$ cat src/verilog/axi_ram_pkg.sv
package axi_ram_pkg;

    localparam int addr_w    = 12;
    localparam int id_w      = 4;
    localparam int data_w    = 32;
    localparam int strb_w    = 4;
    localparam int len_w     = 8;
    localparam int size_w    = 3;
    localparam int mem_bytes = 4096;

    // Bits needed to index a byte lane.
    localparam int lane_w = $clog2(strb_w);

    typedef enum logic [1:0] {
        burst_fixed = 2'd0,
        burst_incr  = 2'd1
    } burst_kind_e;

    typedef enum logic [1:0] {
        st_addr,
        st_data,
        st_resp
    } engine_state_e;

    // Last lane used by a beat of 2^size bytes.
    function automatic logic [lane_w-1:0] last_lane_of(input logic [size_w-1:0] size);
        logic [lane_w-1:0] last;
        last = '0;
        for (int i = 0; i < strb_w; i++) begin
            if (i < (1 << size)) begin
                last = i[lane_w-1:0];
            end
        end
        return last;
    endfunction

endpackage

$ cat src/verilog/axi_write_engine.sv
`timescale 1ns/1ps

module axi_write_engine (
    input  logic                           clk,
    input  logic                           rst_n,
    input  logic                           awvalid,
    output logic                           awready,
    input  logic [axi_ram_pkg::id_w-1:0]   awid,
    input  logic [axi_ram_pkg::addr_w-1:0] awaddr,
    input  logic [axi_ram_pkg::len_w-1:0]  awlen,
    input  logic [axi_ram_pkg::size_w-1:0] awsize,
    input  logic [1:0]                     awburst,
    input  logic                           wvalid,
    output logic                           wready,
    input  logic [axi_ram_pkg::data_w-1:0] wdata,
    input  logic [axi_ram_pkg::strb_w-1:0] wstrb,
    input  logic                           wlast,
    output logic                           bvalid,
    output logic [axi_ram_pkg::id_w-1:0]   bid,
    input  logic                           bready,
    output logic                           wr_en,
    output logic [axi_ram_pkg::addr_w-1:0] wr_addr,
    output logic [7:0]                     wr_data
);

    axi_ram_pkg::engine_state_e state;
    axi_ram_pkg::burst_kind_e   burst;

    logic [axi_ram_pkg::id_w-1:0]   id;
    logic [axi_ram_pkg::addr_w-1:0] base_addr;
    logic [axi_ram_pkg::addr_w-1:0] cur_addr;
    logic [axi_ram_pkg::len_w-1:0]  beats_left;
    logic [axi_ram_pkg::lane_w-1:0] last_lane;
    logic [axi_ram_pkg::lane_w-1:0] lane;
    logic                           aw_fire;
    logic                           byte_step;
    logic                           beat_end;

    assign aw_fire   = awvalid && awready;
    assign byte_step = (state == axi_ram_pkg::st_data) && wvalid;
    assign beat_end  = byte_step && (lane == last_lane);

    assign awready = (state == axi_ram_pkg::st_addr);
    assign bvalid  = (state == axi_ram_pkg::st_resp);
    assign bid     = id;

    // Beat is taken only on its last lane.
    assign wready  = beat_end;

    assign wr_en   = byte_step && wstrb[lane];
    assign wr_addr = cur_addr;
    assign wr_data = wdata[{lane, 3'b000} +: 8];

    always_ff @(posedge clk or negedge rst_n) begin
        if (!rst_n) begin
            state      <= axi_ram_pkg::st_addr;
            lane       <= '0;
            beats_left <= '0;
        end else begin
            case (state)
                axi_ram_pkg::st_addr: begin
                    if (aw_fire) begin
                        state      <= axi_ram_pkg::st_data;
                        lane       <= '0;
                        beats_left <= awlen;
                    end
                end
                axi_ram_pkg::st_data: begin
                    if (beat_end) begin
                        lane       <= '0;
                        beats_left <= beats_left - 1'b1;
                        if (beats_left == '0 || wlast) begin
                            state <= axi_ram_pkg::st_resp;
                        end
                    end else if (byte_step) begin
                        lane <= lane + 1'b1;
                    end
                end
                axi_ram_pkg::st_resp: begin
                    if (bready) begin
                        state <= axi_ram_pkg::st_addr;
                    end
                end
                default: begin
                    state <= axi_ram_pkg::st_addr;
                end
            endcase
        end
    end

    // Request fields and the running byte address.
    always_ff @(posedge clk) begin
        if (aw_fire) begin
            id        <= awid;
            base_addr <= awaddr;
            cur_addr  <= awaddr;
            last_lane <= axi_ram_pkg::last_lane_of(awsize);
            burst     <= axi_ram_pkg::burst_kind_e'(awburst);
        end else if (byte_step) begin
            // FIXED beats all start at the request address.
            if (beat_end && burst == axi_ram_pkg::burst_fixed) begin
                cur_addr <= base_addr;
            end else begin
                cur_addr <= cur_addr + 1'b1;
            end
        end
    end

endmodule

$ cat config.mk
export PLATFORM = sky130hd
export DESIGN_NAME = axi_write_engine
export DESIGN_NICKNAME = d
export VERILOG_FILES = /design/src/verilog/axi_ram_pkg.sv /design/src/verilog/axi_write_engine.sv
export SDC_FILE = /design/constraint.sdc
export NUM_CORES = 1
export LEC_CHECK = 0
export ABC_AREA = 1
export BUFFER_PORTS_ARGS = -buffer_cell sky130_fd_sc_hd__buf_2
export CORE_ASPECT_RATIO = 0.9
export CORE_MARGIN = 2
export CORE_UTILIZATION = 50
export DETAILED_ROUTE_END_ITERATION = 8
export MAX_ROUTING_LAYER = met4
export PLACE_DENSITY = 0.8
export REMOVE_ABC_BUFFERS = 1
export SLEW_MARGIN = 20
export SYNTH_ARGS = -nofsm -noshare
export SYNTH_HDL_FRONTEND = slang
export SYNTH_SLANG_ARGS = --single-unit
export TNS_END_PERCENT = 20
$ cat constraint.sdc
create_clock -name clk -period 1.9 [get_ports clk]
set_clock_uncertainty 0.1 [all_clocks]
set_input_delay 0.095 -clock clk [delete_from_list [all_inputs] [get_ports clk]]
set_output_delay 0.095 -clock clk [all_outputs]
set_load 0.03 [all_outputs]
======== Yosys cells after proc, flatten, opt, wreduce, memory -nomap -nowiden ========
Cells that the tools add are included.
storage, ports and cells
  output and inout port bits .............. 28
  bits of input ports ..................... 71
  bits in registers ....................... 44
  word-level logic and storage cells ...... 60
cells by class
  mux-type cells .......................... 19
  reduce and logical (&&, ||, !) cells .... 15
  equal/unequal tests ..................... 8
  $lt $le $gt $ge ......................... 4
  $add $sub $neg .......................... 3
  shifts and indexed selects .............. 2
operators with widths
  kind                                                                     number
  3-bit by 32-bit < comparator with 1-bit output, first input constant     2
  12-bit 2-to-1 mux                                                        3
  2-bit by 32-bit < comparator with 1-bit output, first input constant     1
  32-bit by 6-bit variable part select with 8-bit output                   1
  1-bit by 3-bit left shift with 32-bit output, first input constant       1
  8-bit 2-to-1 mux                                                         2
  8-bit one-hot mux with 2 select lines                                    1
  2-bit 2-to-1 mux                                                         7
  12-bit by 1-bit adder with 12-bit output, second input constant          1
  8-bit logical NOT                                                        1
  8-bit by 1-bit subtractor with 8-bit output, second input constant       1
  2-bit by 1-bit inequality test with 1-bit output, second input constant  3
  2-bit one-hot mux with 3 select lines                                    1
  3-bit AND reduction                                                      2
  1-bit logical AND                                                        5
  2-bit logical NOT                                                        2
  2-bit one-hot mux with 2 select lines                                    1
  4-bit AND reduction                                                      1
  2-bit nonzero test                                                       2
  2-bit by 3-bit < comparator with 1-bit output, second input constant     1
  1-bit 2-to-1 mux                                                         3
  3-bit inequality test, second input constant                             1
  2-bit by 1-bit adder with 2-bit output, second input constant            1
  1-bit binary-select mux with 2-bit select                                1
  6 further kinds                                                          6

======== Logic depth before layout (Yosys ltp) ========
  depth in word-level cells ............... 7
  mapped depth ............................ 10
  mapped depth without buffers ............ 10

======== Least setup slack after synthesis ========
OpenSTA, ideal clock, no wires.
  path type ............................... register to register
  start point ............................. register state[0]
  end point ............................... register lane[1] in the netlist's numbering
  path slack .............................. -102 ps
  cell stages (with the launch flop) ...... 8
  data required time ...................... 1720 ps
  setup time .............................. 80 ps
  path buffers ............................ 0
  data arrival time ....................... 1821 ps
  clock period less this slack ............ 2002 ps
  cells stage by stage .................... dfrtp_1 nor2_1 nand2_2 nand2_1 nand2_1 inv_1 nor2_1 nor3_2
between the ends
  elaborated cells on any way between the ends .. 11
  those cells by class .................... 3 x eq/ne; 2 x mux; 6 x reduce/logical
RTL lines
  what                                                               line                    RTL
  from (decl)                                                        axi_write_engine.sv:26  axi_ram_pkg::engine_state_e state;
  from (signal assigned)                                             axi_write_engine.sv:56  state <= axi_ram_pkg::st_addr;
  from (signal assigned)                                             axi_write_engine.sv:63  state <= axi_ram_pkg::st_data;
  from (signal assigned)                                             axi_write_engine.sv:73  state <= axi_ram_pkg::st_resp;
  2-bit logical NOT (*)                                              axi_write_engine.sv:43  assign awready = (state == axi_ram_pkg::st_addr);
  via awready                                                        axi_write_engine.sv:7   output logic awready,
  1-bit logical AND                                                  axi_write_engine.sv:39  assign aw_fire = awvalid && awready;
  2-bit by 1-bit inequality test with 1-bit output (no source line)  n/a
  3-bit AND reduction (no source line)                               n/a
  to (signal assigned)                                               axi_write_engine.sv:76  lane <= lane + 1'b1;
  to (decl)                                                          axi_write_engine.sv:34  logic [axi_ram_pkg::lane_w-1:0] lane;
The timed path passes the listed nets; every way through them passes the cells marked *.
A chain may end at the register's enable or synchronous reset.

======== Worst setup path in the final report ========
  start point ............................. register lane[0] in the netlist's numbering
  end point ............................... output wr_data[3]
between the ends
  word-level cells in the longest chain between the ends .. 1
ends and longest elaborated chain
  what                                                    line                    RTL
  32-bit by 6-bit variable part select with 8-bit output  axi_write_engine.sv:52  assign wr_data = wdata[{lane, 3'b000} +: 8];
  to (decl)                                               axi_write_engine.sv:23  output logic [7:0] wr_data
No other way between the ends.

==> metrics.cfg <==
[status]
status=completed

[cells_and_area]
multi_input_area_sq_um=1170
final_util_pct=70.2
n_fill_cell=438
layout_commonest_cell=buf_2
final_nets=545
synthToLayoutAreaGrowth_pct=37.2
drive_gt1_share_pct=28.4
mostFrequentLayoutCells=98 x buf_2, 88 x nand2_1, 47 x nor2_1
seq_area_sq_um=1260
diodes=0

[cts]
clk_path_buf_depth=2
cts_max_level=2
numCtsBuffers=5
clock_sinks=44
cts.clk_slew.worst_paths_ns=0.09
cts_root_buf=clkbuf_8
cts_tree=built
clkLatencyLatePin_ns=0.30

[global_route]
antenna_found_initial=0
grt_usage_pct=25.1
grt_max_degree=21
grt_first_pass_wirelength_mm=11.3
gr-total-overflow=0
grt_pass1_vias=2610

[worst_hold_path]
min_path_type=input pin to flop
hold_path_depth=5
min_from=awlen[3]
min_to=beats_left[3]

[yosys]
yosysWarnings=0
syn_area_per_cell_sq_um=7.79
ys_ff_latch=44
syn_area_sq_um=2660
synth_cells=341
synth.distinct_cells=31
ys_seq_area_share_pct=47.5

[floorplanning]
rows=25
dieArea_sq_um=5920
core_sq_um=5190
start_util_pct=51.2
die_y_microns=73.2
die_w_microns=80.9
io_pins=99

[sta]
fin_crit_sh_pct=93.8
drv_slew=0
holdWs_ns=0.0192
slew_headroom_pct=72.8
tightest_slew_ns=0.406
finalSetupTns_ns=0
finalHoldViolCount=0
fmax_mhz=561
rsz0062_at_grt=no
setup_violations=0
finalCriticalPeriod_ns=1.78

[setup_path]
cp_data_required_time_ns=1.70
slowest_stage=dfrtp_1
cp_num_buf_inv=4
end_kind=output port
cp_top_family=buffers and inverters
worstSetupStartpointType=flop
critPathMaxStageDelay_ns=0.39
crit_chain=buf_4 > clkinvlp_4 > buf_12 > o21ai_0 > o22ai_1 > buf_2
reg2reg_depth=7
critical_path_class=flop to output port
arrival_ns=1.59
reg2reg_to=wr_addr[6]
path_max_fanout=15
worstReg2RegStart=wr_addr[0]
rrSetupSlack_ns=0.23

[route]
wl_mm=6.74
drc=0
drt_first_pass_iters=4
num_vias=2703
wire_per_inst_microns=12.5
drtIter0Drc=125
viasPerCell=5.01
antenna_left=0

[flow_run]
drv_cap=0

[power]
p_leak_nw=1.81
p_per_area_nw_per_um2=1530
vdd_drop_max_mv=0.931
p_total_mw=5.59

[placed_design]
routabilityCongestion=0.886
dpl.hpwl_mm=4.90
numPortBuffers=98

[how the worst max path moves through the flow]
stage               startpoint            to  slack [ns]  cells past startpoint
finish                 lane[0]    wr_data[3]        0.12                      6
global route           lane[0]    wr_data[3]        0.04                      6
CTS                    lane[0]         wr_en        0.04                      5
detailed placement     lane[0]         wr_en        0.19                      5
global placement    wr_addr[0]    wr_addr[6]        0.29                      7
floorplan             state[0]  base_addr[0]       -0.45                      3
[state kept, by name, summed over array words and instances (netlist names)]
register,flops
base_addr,12
beats_left,8
bid,4
burst,2
lane,2
last_lane,2
state,2
wr_addr,12
[synth_stat cells]
master	number	area (sq um)
nand2_1	88	330
nor2_1	47	176
inv_1	40	150
edfxtp_1	32	961
nand3_1	25	125
o21ai_0	25	125
nand4_1	17	106
dfrtp_1	12	300
clkbuf_1	8	30.0
o22ai_1	8	50.1
buf_2	4	20.0
o21ai_1	4	20.0
a21oi_1	3	15.0
ha_1	3	37.5
or2_2	3	18.8
xor2_1	3	26.3
nand2_2	2	12.5
nand3_2	2	20.0
nor3_2	2	20.0
xnor2_1	2	17.5
a31oi_1	1	6.26
buf_4	1	7.51
buf_6	1	11.3
inv_2	1	3.75
nand2_4	1	11.3
nand3b_1	1	7.51
nor2_4	1	11.3
nor3_1	1	5.00
o211ai_1	1	7.51
o31ai_1	1	7.51
xnor2_2	1	16.3
[per-layer routing]
metal / global-route usage (%) / share of wire (%) / vias up
met4: 8.10 / 1.7 / 0
met2: 43.9 / 51 / 74
met1: 29.7 / 43 / 1232
li1: - / - / 1385
met5: - / 0 / -
met3: 4.08 / 4.3 / 12
[kinds of logic (layout without fill, tap and decap cells)]
group,Yosys count,count (layout),share of synthesized area (%)
compound gates,43,43,8.71
xor+xnor,6,6,2.26
fa+ha+maj,3,3,1.41
buf+inv,55,186,8.38
flops,44,44,47.5
simple gates,190,190,31.8
[power breakdown]
group / leakage (nW) / switching, mW / internal (mW)
logic: 1.30 / 2.06 / 1.08
clock network: 0.0541 / 0.336 / 0.389
registers: 0.447 / 0.270 / 1.47
total: 1.81 / 2.66 / 2.93
[cell type report]
cell class              count  share of cell area, %
flip-flops and latches     44                   34.6
multi-input cells         242                   32.2
repair buffers            137                   23.5
inverters                  41                   4.32
well taps                  67                   2.30
clock buffers               5                   1.89
clock inverters             3                   1.17
[stage by stage]
stage	setup WS [ns]	cells	area [sq um]
after floorplan	-0.450	327	2590
after global placement	0.294	505	3260
after detailed placement	0.191	505	3260
after CTS	0.0400	538	3630
after global routing	0.0391	539	3650
final	0.118	539	3650
[what timing repair did]
item                                    CTS  global route
cloned                                    0             0
endpoints found under the setup margin    1             7
resized for setup                         1             0
hold endpoints to repair                 45             0
hold buffers                             25             0
pin swaps                                 0             0
buffers inserted                          0             1
[tightest hold or removal path, delay by kind of cell]
kind / cells / cell delay [ns]
buffers and inverters: 1 / 0.07
and+or+nand+nor: 3 / 0.16
AOI/OAI and AO/OA: 1 / 0.06
No activity file was read; power rests on OpenSTA's default activity.
