<file path="src/verilog/axi_ram_pkg.sv">
package axi_ram_pkg;

    localparam int addr_w    = 12;
    localparam int id_w      = 4;
    localparam int data_w    = 32;
    localparam int strb_w    = 4;
    localparam int len_w     = 8;
    localparam int size_w    = 3;
    localparam int mem_bytes = 4096;

    // Bits needed to index a byte lane.
    localparam int lane_w = $clog2(strb_w);

    typedef enum logic [1:0] {
        burst_fixed = 2'd0,
        burst_incr  = 2'd1
    } burst_kind_e;

    typedef enum logic [1:0] {
        st_addr,
        st_data,
        st_resp
    } engine_state_e;

    // Last lane used by a beat of 2^size bytes.
    function automatic logic [lane_w-1:0] last_lane_of(input logic [size_w-1:0] size);
        logic [lane_w-1:0] last;
        last = '0;
        for (int i = 0; i < strb_w; i++) begin
            if (i < (1 << size)) begin
                last = i[lane_w-1:0];
            end
        end
        return last;
    endfunction

endpackage

</file>
<file path="src/verilog/axi_read_engine.sv">
`timescale 1ns/1ps

module axi_read_engine (
    input  logic                           clk,
    input  logic                           rst_n,
    input  logic                           arvalid,
    output logic                           arready,
    input  logic [axi_ram_pkg::id_w-1:0]   arid,
    input  logic [axi_ram_pkg::addr_w-1:0] araddr,
    input  logic [axi_ram_pkg::len_w-1:0]  arlen,
    input  logic [axi_ram_pkg::size_w-1:0] arsize,
    input  logic [1:0]                     arburst,
    output logic                           rvalid,
    input  logic                           rready,
    output logic [axi_ram_pkg::data_w-1:0] rdata,
    output logic [axi_ram_pkg::id_w-1:0]   rid,
    output logic                           rlast,
    output logic [axi_ram_pkg::addr_w-1:0] rd_addr,
    input  logic [7:0]                     rd_data
);

    axi_ram_pkg::engine_state_e state;
    axi_ram_pkg::burst_kind_e   burst;

    logic [axi_ram_pkg::id_w-1:0]   id;
    logic [axi_ram_pkg::addr_w-1:0] base_addr;
    logic [axi_ram_pkg::addr_w-1:0] cur_addr;
    logic [axi_ram_pkg::len_w-1:0]  beats_left;
    logic [axi_ram_pkg::lane_w-1:0] last_lane;
    logic [axi_ram_pkg::lane_w-1:0] lane;
    logic [axi_ram_pkg::lane_w-1:0] cap_lane;
    logic [axi_ram_pkg::data_w-1:0] beat_q;
    logic                           issue_done;
    logic                           cap_en;
    logic                           ar_fire;
    logic                           r_fire;
    logic                           issue;
    logic                           beat_full;

    assign ar_fire   = arvalid && arready;
    assign r_fire    = rvalid && rready;
    assign issue     = (state == axi_ram_pkg::st_data) && !issue_done;
    assign beat_full = cap_en && (cap_lane == last_lane);

    assign arready = (state == axi_ram_pkg::st_addr);
    assign rvalid  = (state == axi_ram_pkg::st_resp);
    assign rlast   = rvalid && (beats_left == '0);
    assign rdata   = beat_q;
    assign rid     = id;
    assign rd_addr = cur_addr;

    always_ff @(posedge clk or negedge rst_n) begin
        if (!rst_n) begin
            state      <= axi_ram_pkg::st_addr;
            lane       <= '0;
            beats_left <= '0;
            issue_done <= 1'b0;
            cap_en     <= 1'b0;
        end else begin
            case (state)
                axi_ram_pkg::st_addr: begin
                    if (ar_fire) begin
                        state      <= axi_ram_pkg::st_data;
                        lane       <= '0;
                        beats_left <= arlen;
                        issue_done <= 1'b0;
                        cap_en     <= 1'b0;
                    end
                end
                axi_ram_pkg::st_data: begin
                    // Returned byte lands one cycle after its address.
                    cap_en <= issue;
                    if (issue) begin
                        if (lane == last_lane) begin
                            lane       <= '0;
                            issue_done <= 1'b1;
                        end else begin
                            lane <= lane + 1'b1;
                        end
                    end
                    if (beat_full) begin
                        state <= axi_ram_pkg::st_resp;
                    end
                end
                axi_ram_pkg::st_resp: begin
                    if (rready) begin
                        if (beats_left == '0) begin
                            state <= axi_ram_pkg::st_addr;
                        end else begin
                            state      <= axi_ram_pkg::st_data;
                            beats_left <= beats_left - 1'b1;
                            issue_done <= 1'b0;
                        end
                    end
                end
                default: begin
                    state <= axi_ram_pkg::st_addr;
                end
            endcase
        end
    end

    // Request fields, byte address and lane registers.
    always_ff @(posedge clk) begin
        if (ar_fire) begin
            id        <= arid;
            base_addr <= araddr;
            cur_addr  <= araddr;
            last_lane <= axi_ram_pkg::last_lane_of(arsize);
            burst     <= axi_ram_pkg::burst_kind_e'(arburst);
            beat_q    <= '0;
        end else if (r_fire) begin
            beat_q <= '0;
        end else begin
            if (issue) begin
                cap_lane <= lane;
                if (lane == last_lane && burst == axi_ram_pkg::burst_fixed) begin
                    cur_addr <= base_addr;
                end else begin
                    cur_addr <= cur_addr + 1'b1;
                end
            end
            if (cap_en) begin
                beat_q[{cap_lane, 3'b000} +: 8] <= rd_data;
            end
        end
    end

endmodule

</file>
<file path="config.mk">
export PLATFORM = sky130hd
export DESIGN_NAME = axi_read_engine
export DESIGN_NICKNAME = d
export VERILOG_FILES = /design/src/verilog/axi_ram_pkg.sv /design/src/verilog/axi_read_engine.sv
export SDC_FILE = /design/constraint.sdc
export NUM_CORES = 1
export LEC_CHECK = 0
export BUFFER_PORTS_ARGS = -buffer_cell sky130_fd_sc_hd__buf_2
export CAP_MARGIN = 20
export CORE_ASPECT_RATIO = 1.4
export CORE_MARGIN = 2
export CORE_UTILIZATION = 40
export DETAILED_ROUTE_END_ITERATION = 6
export PLACE_DENSITY_LB_ADDON = 0.15
export SLEW_MARGIN = 30
export SYNTH_ARGS = -nofsm -noshare
export SYNTH_HDL_FRONTEND = slang
export SYNTH_SLANG_ARGS = --single-unit
</file>
<file path="constraint.sdc">
create_clock -name clk -period 2.9 [get_ports clk]
set_clock_uncertainty 0.1 [all_clocks]
set_input_delay 0.29 -clock clk [delete_from_list [all_inputs] [get_ports clk]]
set_output_delay 0.29 -clock clk [all_outputs]
set_load 0.005 [all_outputs]
</file>
Yosys cells after proc, flatten, opt, wreduce, memory -nomap -nowiden --
Index checks and enable logic that the tools add are counted. Widths: inputs -> output; s select.
Word-level totals: flip-flop bits (word level) 80, input port bits 41, output and inout port bits 51, logic and storage cells 86
Operators by class: add/sub/neg operators 4, magnitude comparators 3, equality and inequality tests 11, shift operators 3, mux-type cells 27, bitwise operators 2, reduce and logical (&&, ||, !) cells 23
Operators by type and width (number):
- $lt 3x32->1 const A | 2
- $mux 12 | 4
- $bwmux 32 | 1
- $lt 2x32->1 const A | 1
- $shift 8x7->32 const A | 1
- $shiftx 8x7->32 | 1
- $shl 1x3->32 const A | 1
- $mux 8 | 3
- $pmux 8 s2 | 1
- $add 12x1->12 const B | 1
- $mux 2 | 6
- $reduce_and 3->1 | 3
- $logic_not 8->1 | 1
- $mux 1 | 8
- $ne 2x2->1 const B | 4
- $sub 8x1->8 const B | 1
- $neg 5->7 | 1
- $logic_and 1x1->1 | 6
- $ne 2x1->1 const B | 3
- $pmux 2 s3 | 1
- $reduce_and 6->1 | 1
- $reduce_bool 2->1 | 3
- $eq 2x2->1 | 2
- $logic_not 2->1 | 2
- 12 further kinds | 15

Longest topological paths before layout --
Gate-level depths: netlist of the first run.
word-level depth 6, mapped depth 7, gate-level depth less buffers 6

Worst setup path after synthesis of the first run --
No wires, ideal clock.
path kind reg2reg, from reg cap_lane[0] in the netlist's numbering, to reg beat_q, in the netlist rdata[24], library setup time 68 ps, data arrival time 1897 ps, required time 2732 ps, slack 834 ps, cell stages (with the launch flop) 6, buffers on the path 0, period minus slack after synthesis 2066 ps, cells stage by stage edfxtp_1 inv_1 ha_1 nor4_1 a22oi_1 nor2_1
On the way: cells in the longest elaborated chain, start to end 3, elaborated cells between the ends (all ways) 4, those cells by class add/sub: 1; shift: 2; mux: 1
RTL lines:
- start, declared | line axi_read_engine.sv:31 | logic [axi_ram_pkg::lane_w-1:0] cap_lane;
- start signal, assigned | line axi_read_engine.sv:116 | cap_lane <= lane;
- $neg 5->7 (*) | line axi_read_engine.sv:124 | beat_q[{cap_lane, 3'b000} +: 8] <= rd_data;
- $shiftx 8x7->32 or $shift 8x7->32 (tied branches) | line axi_read_engine.sv:124
- $bwmux 32 (*) | line axi_read_engine.sv:124
- end signal, assigned by index | line axi_read_engine.sv:124
- end, declared | line axi_read_engine.sv:32 | logic [axi_ram_pkg::data_w-1:0] beat_q;
Every way passes the cells marked *; elsewhere a longest branch is shown, timed or not. A chain may end at the register's enable or synchronous reset.

Worst setup path in the final report of the first run --
from reg beats_left[3] in the netlist's numbering, to out rlast
On the way: cells in the longest elaborated chain, start to end 2
RTL lines:
- start, declared | line axi_read_engine.sv:28 | logic [axi_ram_pkg::len_w-1:0] beats_left;
- start signal, assigned | line axi_read_engine.sv:65 | beats_left <= arlen;
- start signal, assigned | line axi_read_engine.sv:91 | beats_left <= beats_left - 1'b1;
- $logic_not 8->1 | line axi_read_engine.sv:47 | assign rlast = rvalid && (beats_left == '0);
- $logic_and 1x1->1 | line axi_read_engine.sv:47
- end, declared | line axi_read_engine.sv:17 | output logic rlast,
No other way between the ends.

==> results.sh, run 1 <==
export IMPL_status="complete, no violations"
export IMPL_met3_usage_pct=5.263
export IMPL_track_usage_pct=17.77
export IMPL_crit_type="flip-flop to output port"
export IMPL_layout_commonest_cell="buf_2"
export IMPL_grt_antenna_before_repair=0
export IMPL_setup_tns_ns=0
export IMPL_ir_drop_v=0.0005905
export IMPL_holdBufCountCts=1
export IMPL_drive_gt1_share_pct=29.08
export IMPL_p_seq_share_pct=43.1
export IMPL_synth_top_family_by_area="compound AO/OA/AOI/OAI gates"
export IMPL_synth_area_per_cell_um2=10.82
export IMPL_synthAdderAreaFrac_pct=2.865
export IMPL_async_flop_share_pct=17.50
export IMPL_start_kind="flip-flop"
export IMPL_cts_resized_gates=0
export IMPL_cts_setup_buffers=0
export IMPL_synthMuxAreaShare_pct=1.755
export IMPL_coreArea_um2=8558
export IMPL_synth_nets=372
export IMPL_clock_latency_ns=0.33
export IMPL_p_leak_uw=0.001878
export IMPL_syn_area_um2=3493
export IMPL_fin_hold_ws_ns=0.03271
export IMPL_drt_total_wl_um=8301
export IMPL_p_clk_share_pct=23.2
export IMPL_use_met1_pct=20.95
export IMPL_synth_warnings=0
export IMPL_root_buffer="clkbuf_16"
export IMPL_grt_first_pass_wirelength_um=13410
export IMPL_synth_compound_area_share_pct=16.55
export IMPL_grtUsageMet2_pct=30.75
export IMPL_switchingPower_uw=1612
export IMPL_final_antenna_net_count=0
export IMPL_max_slew_worst_pin_slew_ns=0.8274
export IMPL_gp_congestion=0.7970
export IMPL_synth_xor_area_share_pct=2.758
export IMPL_vias=2886
export IMPL_synth_edf_count=34
export IMPL_synthSimpleGateAreaFrac_pct=15.72
export IMPL_setup_viol=0
export IMPL_period_minus_slack_ns=2.492
export IMPL_final_hold_viol_count=0
export IMPL_fin_crit_sh_pct=85.92
export IMPL_insertedDiodeCount=0
export IMPL_ctsLongestPathBuffers=2
export IMPL_grt_pass1_vias=2725
export IMPL_worst_ep_required_time_ns=2.51
export IMPL_row_count=40
export IMPL_die_h_um=114.6
export IMPL_syn2layout_area_growth_pct=24.25
export IMPL_hold_class="input port to flip-flop"
export IMPL_power_share_switching_pct=35.67
export IMPL_wl_per_cell_um=15.72
export IMPL_grt_max_degree=38
export IMPL_share_comb_of_total_power_pct=33.8
export IMPL_viasPerCell=5.466
export IMPL_hold_depth=1
export IMPL_path_clk_slew_ns=0.06
export IMPL_cts_tree="built"
export IMPL_ys_seq_elements=80
export IMPL_rr_worst_depth=6
export IMPL_htree_num_levels=3
export IMPL_netlist_cell_type_count=44
export IMPL_synthCells=323
export IMPL_drc=0
export IMPL_max_slew_margin_rel_pct=44.70
export IMPL_grt_setup_unrepaired="no"
export IMPL_cts_made_buffers=9
export IMPL_synth_ff_type="edfxtp_1"
export IMPL_hpwl_um=5895
export IMPL_internal_power_uw=2908
export IMPL_power_density_nw_per_um2=1041
export IMPL_layout_common_cells="buf_2, nor2_1, a22oi_1"
export IMPL_synth_seq_area_share_pct=57.59
export IMPL_worstPathMaxFanout=12
export IMPL_dieWidth_um=82.98
export IMPL_fmax_mhz=401.3
export IMPL_die_area_um2=9507
export IMPL_grt_ovfl_total=0
export IMPL_dr_pass1_iters=4
export IMPL_drv_cap=0
export IMPL_slew_violations=0
export IMPL_gr_max_usage_layer="met2"
export IMPL_clock_sinks=80
export IMPL_ios=92
export IMPL_worstPathArrival_ns=2.10
export IMPL_io_buffers=91
export IMPL_crit_path_end_kind="output port"
export IMPL_nNetsFinal=467
export IMPL_start_util_pct=40.82
export IMPL_drt_iter0_drc=149
area by class of cell:
| type | count | area, um2 |
|---|---|---|
| clock inverters | 5 | 28.78 |
| inverters | 11 | 41.29 |
| flip-flops and latches | 80 | 2012 |
| repair buffers | 96 | 495.5 |
| well taps | 105 | 131.4 |
| fillers | 827 | 4218 |
| multi-input cells | 220 | 1388 |
| clock buffers | 11 | 244.0 |
metrics by stage:
step / setup slack, ns / total power, uW / utilization [%] / cells / area [um2]
after floorplan: 0.8345 / 2949 / - / 323 / 3493
after global placement: 0.6236 / 3470 / 47.41 / 511 / 4058
after detailed placement: 0.5720 / 3515 / 47.41 / 511 / 4058
after CTS: 0.4118 / 4581 / 50.72 / 528 / 4340
after global routing: 0.3398 / 4850 / 50.72 / 528 / 4340
final: 0.4084 / 4520 / 50.72 / 528 / 4340
power groups by stage:
stage	combinational, uW	clock, uW	sequential (uW)
2_1_floorplan	1040	0	1910
3_3_place_gp	1510	0	1960
3_5_place_dp	1540	0	1970
4_1_cts	1550	1080	1950
5_1_grt	1720	1120	2000
6_report	1530	1050	1950
state kept, by name (all words and copies together), names as in the netlist:
name and flops:
rdata 32, rd_addr 12, rid 4, cap_en 1, beats_left 8, last_lane 2, state 2, issue_done 1
lane 2, burst 2, cap_lane 2, base_addr 12
worst paths after layout:
path                                    start        end  slack [ns]
worst max-delay path            beats_left[3]      rlast        0.41
worst min register to register       rdata[8]   rdata[8]        0.40
max in group asynchronous               rst_n   state[1]        2.15
worst min-delay path                  arid[0]     rid[0]        0.03
worst max register to register    cap_lane[0]  rdata[20]        0.58
min in group asynchronous               rst_n     cap_en        0.30
synth_stat cells, drive strengths merged, types with 6 or more instances:
library cell | count | area share [%]
a21oi | 8 | 1.1
a22oi | 35 | 7.5
clkbuf | 8 | 0.86
dfrtp | 14 | 10
dfxtp | 32 | 18
edfxtp | 34 | 29
ha | 8 | 2.9
inv | 11 | 1.2
nand2 | 20 | 2.1
nand3 | 7 | 1.0
nor2 | 52 | 5.6
nor3 | 13 | 1.9
o21ai | 9 | 1.3
o2bb2ai | 6 | 1.5
xnor2 | 10 | 2.5
kinds of logic after synthesis:
| logic type | after synthesis |
|---|---|
| simple gates | 114 |
| buf+inv | 23 |
| mux | 6 |
| fa+ha+maj | 8 |
| flops | 80 |
| xor+xnor | 11 |
| compound gates | 81 |
worst max-delay path, cell delays in order, from the launching register on:
cell and delay, ns:
dfrtp_1 0.41, or3_4 0.41, or4_4 0.61, nor2_1 0.19, buf_2 0.15
per-layer routing:
layer | up-vias | share of wire (%) | routed length, um
met3 | 6 | 5.9 | 492
li1 | 1394 | - | -
met4 | 0 | 1.0 | 85
met5 | - | 0 | 0
met1 | 1390 | 41 | 3392
met2 | 96 | 52 | 4331
(Power assumes the default switching activity.)
==> run 2: changes to the inputs <==
--- a/config.mk
+++ b/config.mk
@@ -10,8 +10,10 @@
 export CORE_ASPECT_RATIO = 1.4
 export CORE_MARGIN = 2
 export CORE_UTILIZATION = 40
+export CTS_CLUSTER_SIZE = 40
 export DETAILED_ROUTE_END_ITERATION = 6
 export PLACE_DENSITY_LB_ADDON = 0.15
+export REMOVE_ABC_BUFFERS = 1
 export SLEW_MARGIN = 30
 export SYNTH_ARGS = -nofsm -noshare
 export SYNTH_HDL_FRONTEND = slang
==> results.sh, run 2 (synthesis gave the netlist of run 1 again) <==
export IMPL_status="complete, no violations"
export IMPL_ir_drop_v=0.0005087
export IMPL_grt_pass1_vias=2740
export IMPL_hold_class="input port to flip-flop"
export IMPL_cts_tree="built"
export IMPL_setup_viol=0
export IMPL_worstPathArrival_ns=2.02
export IMPL_layout_common_cells="buf_2, nor2_1, a22oi_1"
export IMPL_largest_reg_flops=32
export IMPL_critical_path_slowest_cell="or4_4"
export IMPL_worstPathMaxFanout=12
export IMPL_rr_worst_depth=6
export IMPL_io_buffers=91
export IMPL_ff2ff_setup_slack_ns=0.54
export IMPL_clock_sinks=80
export IMPL_root_buffer="clkbuf_16"
export IMPL_vias=2820
export IMPL_cts_made_buffers=9
export IMPL_place_ws_ns=0.5217
export IMPL_htree_num_levels=3
export IMPL_crit_type="flip-flop to output port"
export IMPL_drive_gt1_share_pct=29.58
export IMPL_insertedDiodeCount=0
export IMPL_row_count=40
export IMPL_dr_pass1_iters=4
export IMPL_layout_commonest_cell="buf_2"
export IMPL_track_usage_pct=17.78
export IMPL_syn2layout_area_growth_pct=25.75
export IMPL_ctsLongestPathBuffers=2
export IMPL_r2r_end="rdata[21]"
export IMPL_die_area_um2=9507
export IMPL_holdBufCountCts=1
export IMPL_grt_antenna_before_repair=0
export IMPL_rr_startpoint="cap_lane[0]"
export IMPL_gp_congestion=0.8000
export IMPL_drc=0
export IMPL_drv_cap=0
export IMPL_path_clk_slew_ns=0.06
export IMPL_hpwl_um=5692
export IMPL_dieWidth_um=82.98
export IMPL_max_slew_worst_pin_slew_ns=0.8386
export IMPL_fin_hold_ws_ns=0.02898
export IMPL_drt_iter0_drc=160
export IMPL_clock_latency_ns=0.34
export IMPL_wl_per_cell_um=15.24
export IMPL_fin_area_um2=4393
export IMPL_grt_max_degree=36
export IMPL_setup_tns_ns=0
export IMPL_cts_setup_buffers=0
export IMPL_nNetsFinal=470
export IMPL_final_antenna_net_count=0
export IMPL_worstHoldStart="arid[2]"
export IMPL_hold_end="rid[2]"
export IMPL_coreArea_um2=8558
export IMPL_setup_slack_ns=0.4949
export IMPL_worst_ep_required_time_ns=2.51
export IMPL_fmax_mhz=415.8
export IMPL_grtUsageMet2_pct=29.52
export IMPL_die_h_um=114.6
export IMPL_dpl_cell_area_um2=4080
export IMPL_power_density_nw_per_um2=1046
export IMPL_ios=92
export IMPL_grt_first_pass_wirelength_um=13400
export IMPL_crit_path_cell_trace="or3_4 -> or4_4 -> nor2_1 -> buf_2"
export IMPL_slew_violations=0
export IMPL_use_met1_pct=22.08
export IMPL_fin_crit_sh_pct=82.93
export IMPL_cts_resized_gates=0
export IMPL_final_hold_viol_count=0
export IMPL_fillerInstances=824
export IMPL_gr_max_usage_layer="met2"
export IMPL_max_stage_delay_ns=0.62
export IMPL_drt_total_wl_um=8095
export IMPL_grt_ovfl_total=0
export IMPL_p_leak_uw=0.001904
export IMPL_crit_path_end_kind="output port"
export IMPL_viasPerCell=5.311
export IMPL_start_util_pct=40.82
export IMPL_start_kind="flip-flop"
export IMPL_max_slew_margin_rel_pct=43.95
export IMPL_hold_depth=1
export IMPL_period_minus_slack_ns=2.405
export IMPL_met3_usage_pct=4.542
export IMPL_grt_setup_unrepaired="no"
## run 2: cell types whose count changed in the layout (fill, tap and decap cells not counted), sizes merged
cell,delta
clkbuf,+2
buf,+3
clkinv,-1
inv,-1
## run 2: per-layer routing
layer  vias up  wire length (um)
li1       1386                 -
met1      1346              3594
met2        75              3956
met3        13               377
met4         0               167
met5         -                 0
## run 2: worst max path at each step
stage	to	start	slack, ns	cells past startpoint
floorplan	beats_left[1]	state[1]	0.21	4
global placement	rdata[22]	cap_lane[0]	0.63	6
detailed placement	rdata[18]	cap_lane[0]	0.52	6
CTS	rlast	beats_left[3]	0.46	4
global route	rdata[21]	cap_lane[0]	0.27	6
finish	rlast	beats_left[3]	0.49	4
## run 2: layout make-up
| class | count | area, um2 | area share (%) |
|---|---|---|---|
| Timing Repair Buffer | 99 | 518.0 | 11.79 |
| Tap cell | 105 | 131.4 | 2.991 |
| Clock buffer | 13 | 282.8 | 6.437 |
| Clock inverter | 3 | 20.02 | 0.4557 |
| Multi-Input combinational cell | 220 | 1388 | 31.59 |
| Sequential cell | 80 | 2012 | 45.80 |
| Inverter | 11 | 41.29 | 0.9399 |
## run 2: metrics by stage
stage / utilization (%) / power, uW / std cells
2_1_floorplan: - / 2923 / 311
3_3_place_gp: 47.68 / 3465 / 514
3_5_place_dp: 47.68 / 3506 / 514
4_1_cts: 51.33 / 4658 / 531
5_1_grt: 51.33 / 4936 / 531
6_report: 51.33 / 4595 / 531
## run 2: worst max-delay path, delay by kind of cell (launching register included)
| kind | cells | cell delay (ns) |
|---|---|---|
| DFF | 1 | 0.41 |
| and+or+nand+nor | 3 | 1.15 |
| buffers and inverters | 1 | 0.12 |
## run 2: power by group
| group | switching, uW | internal [uW] | leakage (uW) |
|---|---|---|---|
| clock | 441 | 684 | 0.000155 |
| sequential | 293 | 1640 | 0.000752 |
| combinational | 867 | 672 | 0.000997 |
==> run 3: changes to the inputs <==
==> constraint.sdc (replaced) <==
create_clock -name clk -period 2.5 [get_ports clk]
set_clock_uncertainty 0.1 [all_clocks]
set_input_delay 0.25 -clock clk [delete_from_list [all_inputs] [get_ports clk]]
set_output_delay 0.25 -clock clk [all_outputs]
set_load 0.005 [all_outputs]
==> results.sh, run 3 (synthesis gave the netlist of run 1 again) <==
export IMPL_status="complete, no violations"
export IMPL_max_slew_worst_pin_slew_ns=0.5056
export IMPL_power_share_switching_pct=34.97
export IMPL_coreArea_um2=8558
export IMPL_p_clk_share_pct=24.4
export IMPL_grt_max_degree=25
export IMPL_insertedDiodeCount=0
export IMPL_ctsLongestPathBuffers=2
export IMPL_viasPerCell=5.226
export IMPL_hpwl_um=5844
export IMPL_cts_made_buffers=9
export IMPL_fin_crit_sh_pct=94.43
export IMPL_largest_reg_flops=32
export IMPL_wl_per_cell_um=15.04
export IMPL_die_h_um=114.6
export IMPL_gp_congestion=0.8443
export IMPL_period_minus_slack_ns=2.361
export IMPL_max_slew_margin_rel_pct=66.20
export IMPL_path_buf_inv=1
export IMPL_start_kind="flip-flop"
export IMPL_nNetsFinal=488
export IMPL_final_antenna_net_count=0
export IMPL_holdBufCountCts=16
export IMPL_grt_first_pass_wirelength_um=13340
export IMPL_clock_latency_ns=0.34
export IMPL_track_usage_pct=18.06
export IMPL_cts_resized_gates=0
export IMPL_layout_commonest_cell="buf_2"
export IMPL_slew_violations=0
export IMPL_grt_setup_unrepaired="no"
export IMPL_vias=2869
export IMPL_start_util_pct=40.82
export IMPL_internal_power_uw=3507
export IMPL_worstPathArrival_ns=2.01
export IMPL_htree_num_levels=3
export IMPL_p_leak_uw=0.001984
export IMPL_r2r_end="beats_left[1]"
export IMPL_clock_sinks=80
export IMPL_cts_setup_buffers=0
export IMPL_finish_utilization_pct=53.39
export IMPL_setup_tns_ns=0
export IMPL_ff2ff_setup_slack_ns=0.41
export IMPL_drt_total_wl_um=8256
export IMPL_crit_type="flip-flop to output port"
export IMPL_dieWidth_um=82.98
export IMPL_hold_end="base_addr[1]"
export IMPL_drive_gt1_share_pct=29.05
export IMPL_syn2layout_area_growth_pct=30.80
export IMPL_grt_ovfl_total=0
export IMPL_hold_class="input port to flip-flop"
export IMPL_max_stage_delay_ns=0.62
export IMPL_worstHoldStart="araddr[1]"
export IMPL_fmax_mhz=423.6
export IMPL_power_density_nw_per_um2=1180
export IMPL_fillerInstances=807
export IMPL_ir_drop_v=0.0006093
export IMPL_row_count=40
export IMPL_rr_worst_depth=4
export IMPL_io_buffers=91
export IMPL_cts_tree="built"
export IMPL_worstPathMaxFanout=12
export IMPL_final_hold_viol_count=0
export IMPL_crit_path_cell_trace="or3_4 -> or4_4 -> nor2_1 -> buf_2"
export IMPL_drc=0
export IMPL_grt_antenna_before_repair=0
export IMPL_worst_ep_required_time_ns=2.15
export IMPL_drt_iter0_drc=146
export IMPL_dr_pass1_iters=4
export IMPL_switchingPower_uw=1886
export IMPL_grt_pass1_vias=2720
export IMPL_path_clk_slew_ns=0.06
export IMPL_ios=92
export IMPL_layout_common_cells="buf_2, nor2_1, a22oi_1"
export IMPL_rr_startpoint="beats_left[3]"
export IMPL_share_comb_of_total_power_pct=33.9
export IMPL_p_seq_share_pct=41.6
export IMPL_root_buffer="clkbuf_16"
export IMPL_crit_path_end_kind="output port"
export IMPL_die_area_um2=9507
export IMPL_hold_depth=1
export IMPL_drv_cap=0
export IMPL_cp_top_family="simple AND/OR/NAND/NOR gates"
export IMPL_critical_path_slowest_cell="or4_4"
export IMPL_setup_viol=0
[run 3: per-stage QoR]
stage | setup WS, ns | cells | instance area, um2 | hold WS [ns] | total power [uW]
floorplan | -0.1873 | 311 | 3438 | -0.1456 | 3391
global placement | 0.4764 | 517 | 4103 | 0.07479 | 4051
detailed placement | 0.4238 | 517 | 4103 | 0.07530 | 4105
CTS | 0.1095 | 549 | 4569 | 0.004387 | 5468
global route | 0.07130 | 549 | 4569 | 0.01353 | 5793
finish | 0.1392 | 549 | 4569 | 0.01892 | 5394
[run 3: how the worst max path moves through the flow]
stage / from / end / slack, ns / cells past startpoint
floorplan: state[1] / beats_left[1] / -0.19 / 4
global placement: beats_left[3] / beats_left[1] / 0.48 / 4
detailed placement: beats_left[3] / beats_left[1] / 0.42 / 4
CTS: beats_left[3] / rlast / 0.11 / 4
global route: beats_left[3] / rlast / 0.07 / 4
finish: beats_left[3] / rlast / 0.14 / 4
[run 3: area by class of cell]
cell class	instances	area (um2)	area share (%)
tap	105	131.4	2.875
sequential	80	2012	44.03
clock inverter	5	31.28	0.6846
timing repair buffer	117	690.7	15.12
multi-input combinational	220	1388	30.37
clock buffer	11	275.3	6.024
inverter	11	41.29	0.9036
[run 3: worst register-to-register path: cells and delay by family, from the launching register on]
kind,cells,cell delay [ns]
simple gates,3,1.29
flops,1,0.41
mux,1,0.21
[run 3: power by group through the flow]
stage	sequential [uW]	combinational (uW)	clock, uW
finish	2250	1830	1320
global route	2300	2080	1410
CTS	2250	1870	1350
detailed placement	2270	1840	0
global placement	2250	1800	0
floorplan	2220	1170	0
[run 3: layer usage]
| layer | vias up | wire [um] | track usage, % |
|---|---|---|---|
| li1 | 1420 | - | - |
| met1 | 1362 | 3492 | 21.26 |
| met2 | 74 | 4155 | 30.38 |
| met3 | 13 | 426 | 5.191 |
| met4 | 0 | 181 | 8.634 |
| met5 | - | 0 | 0 |
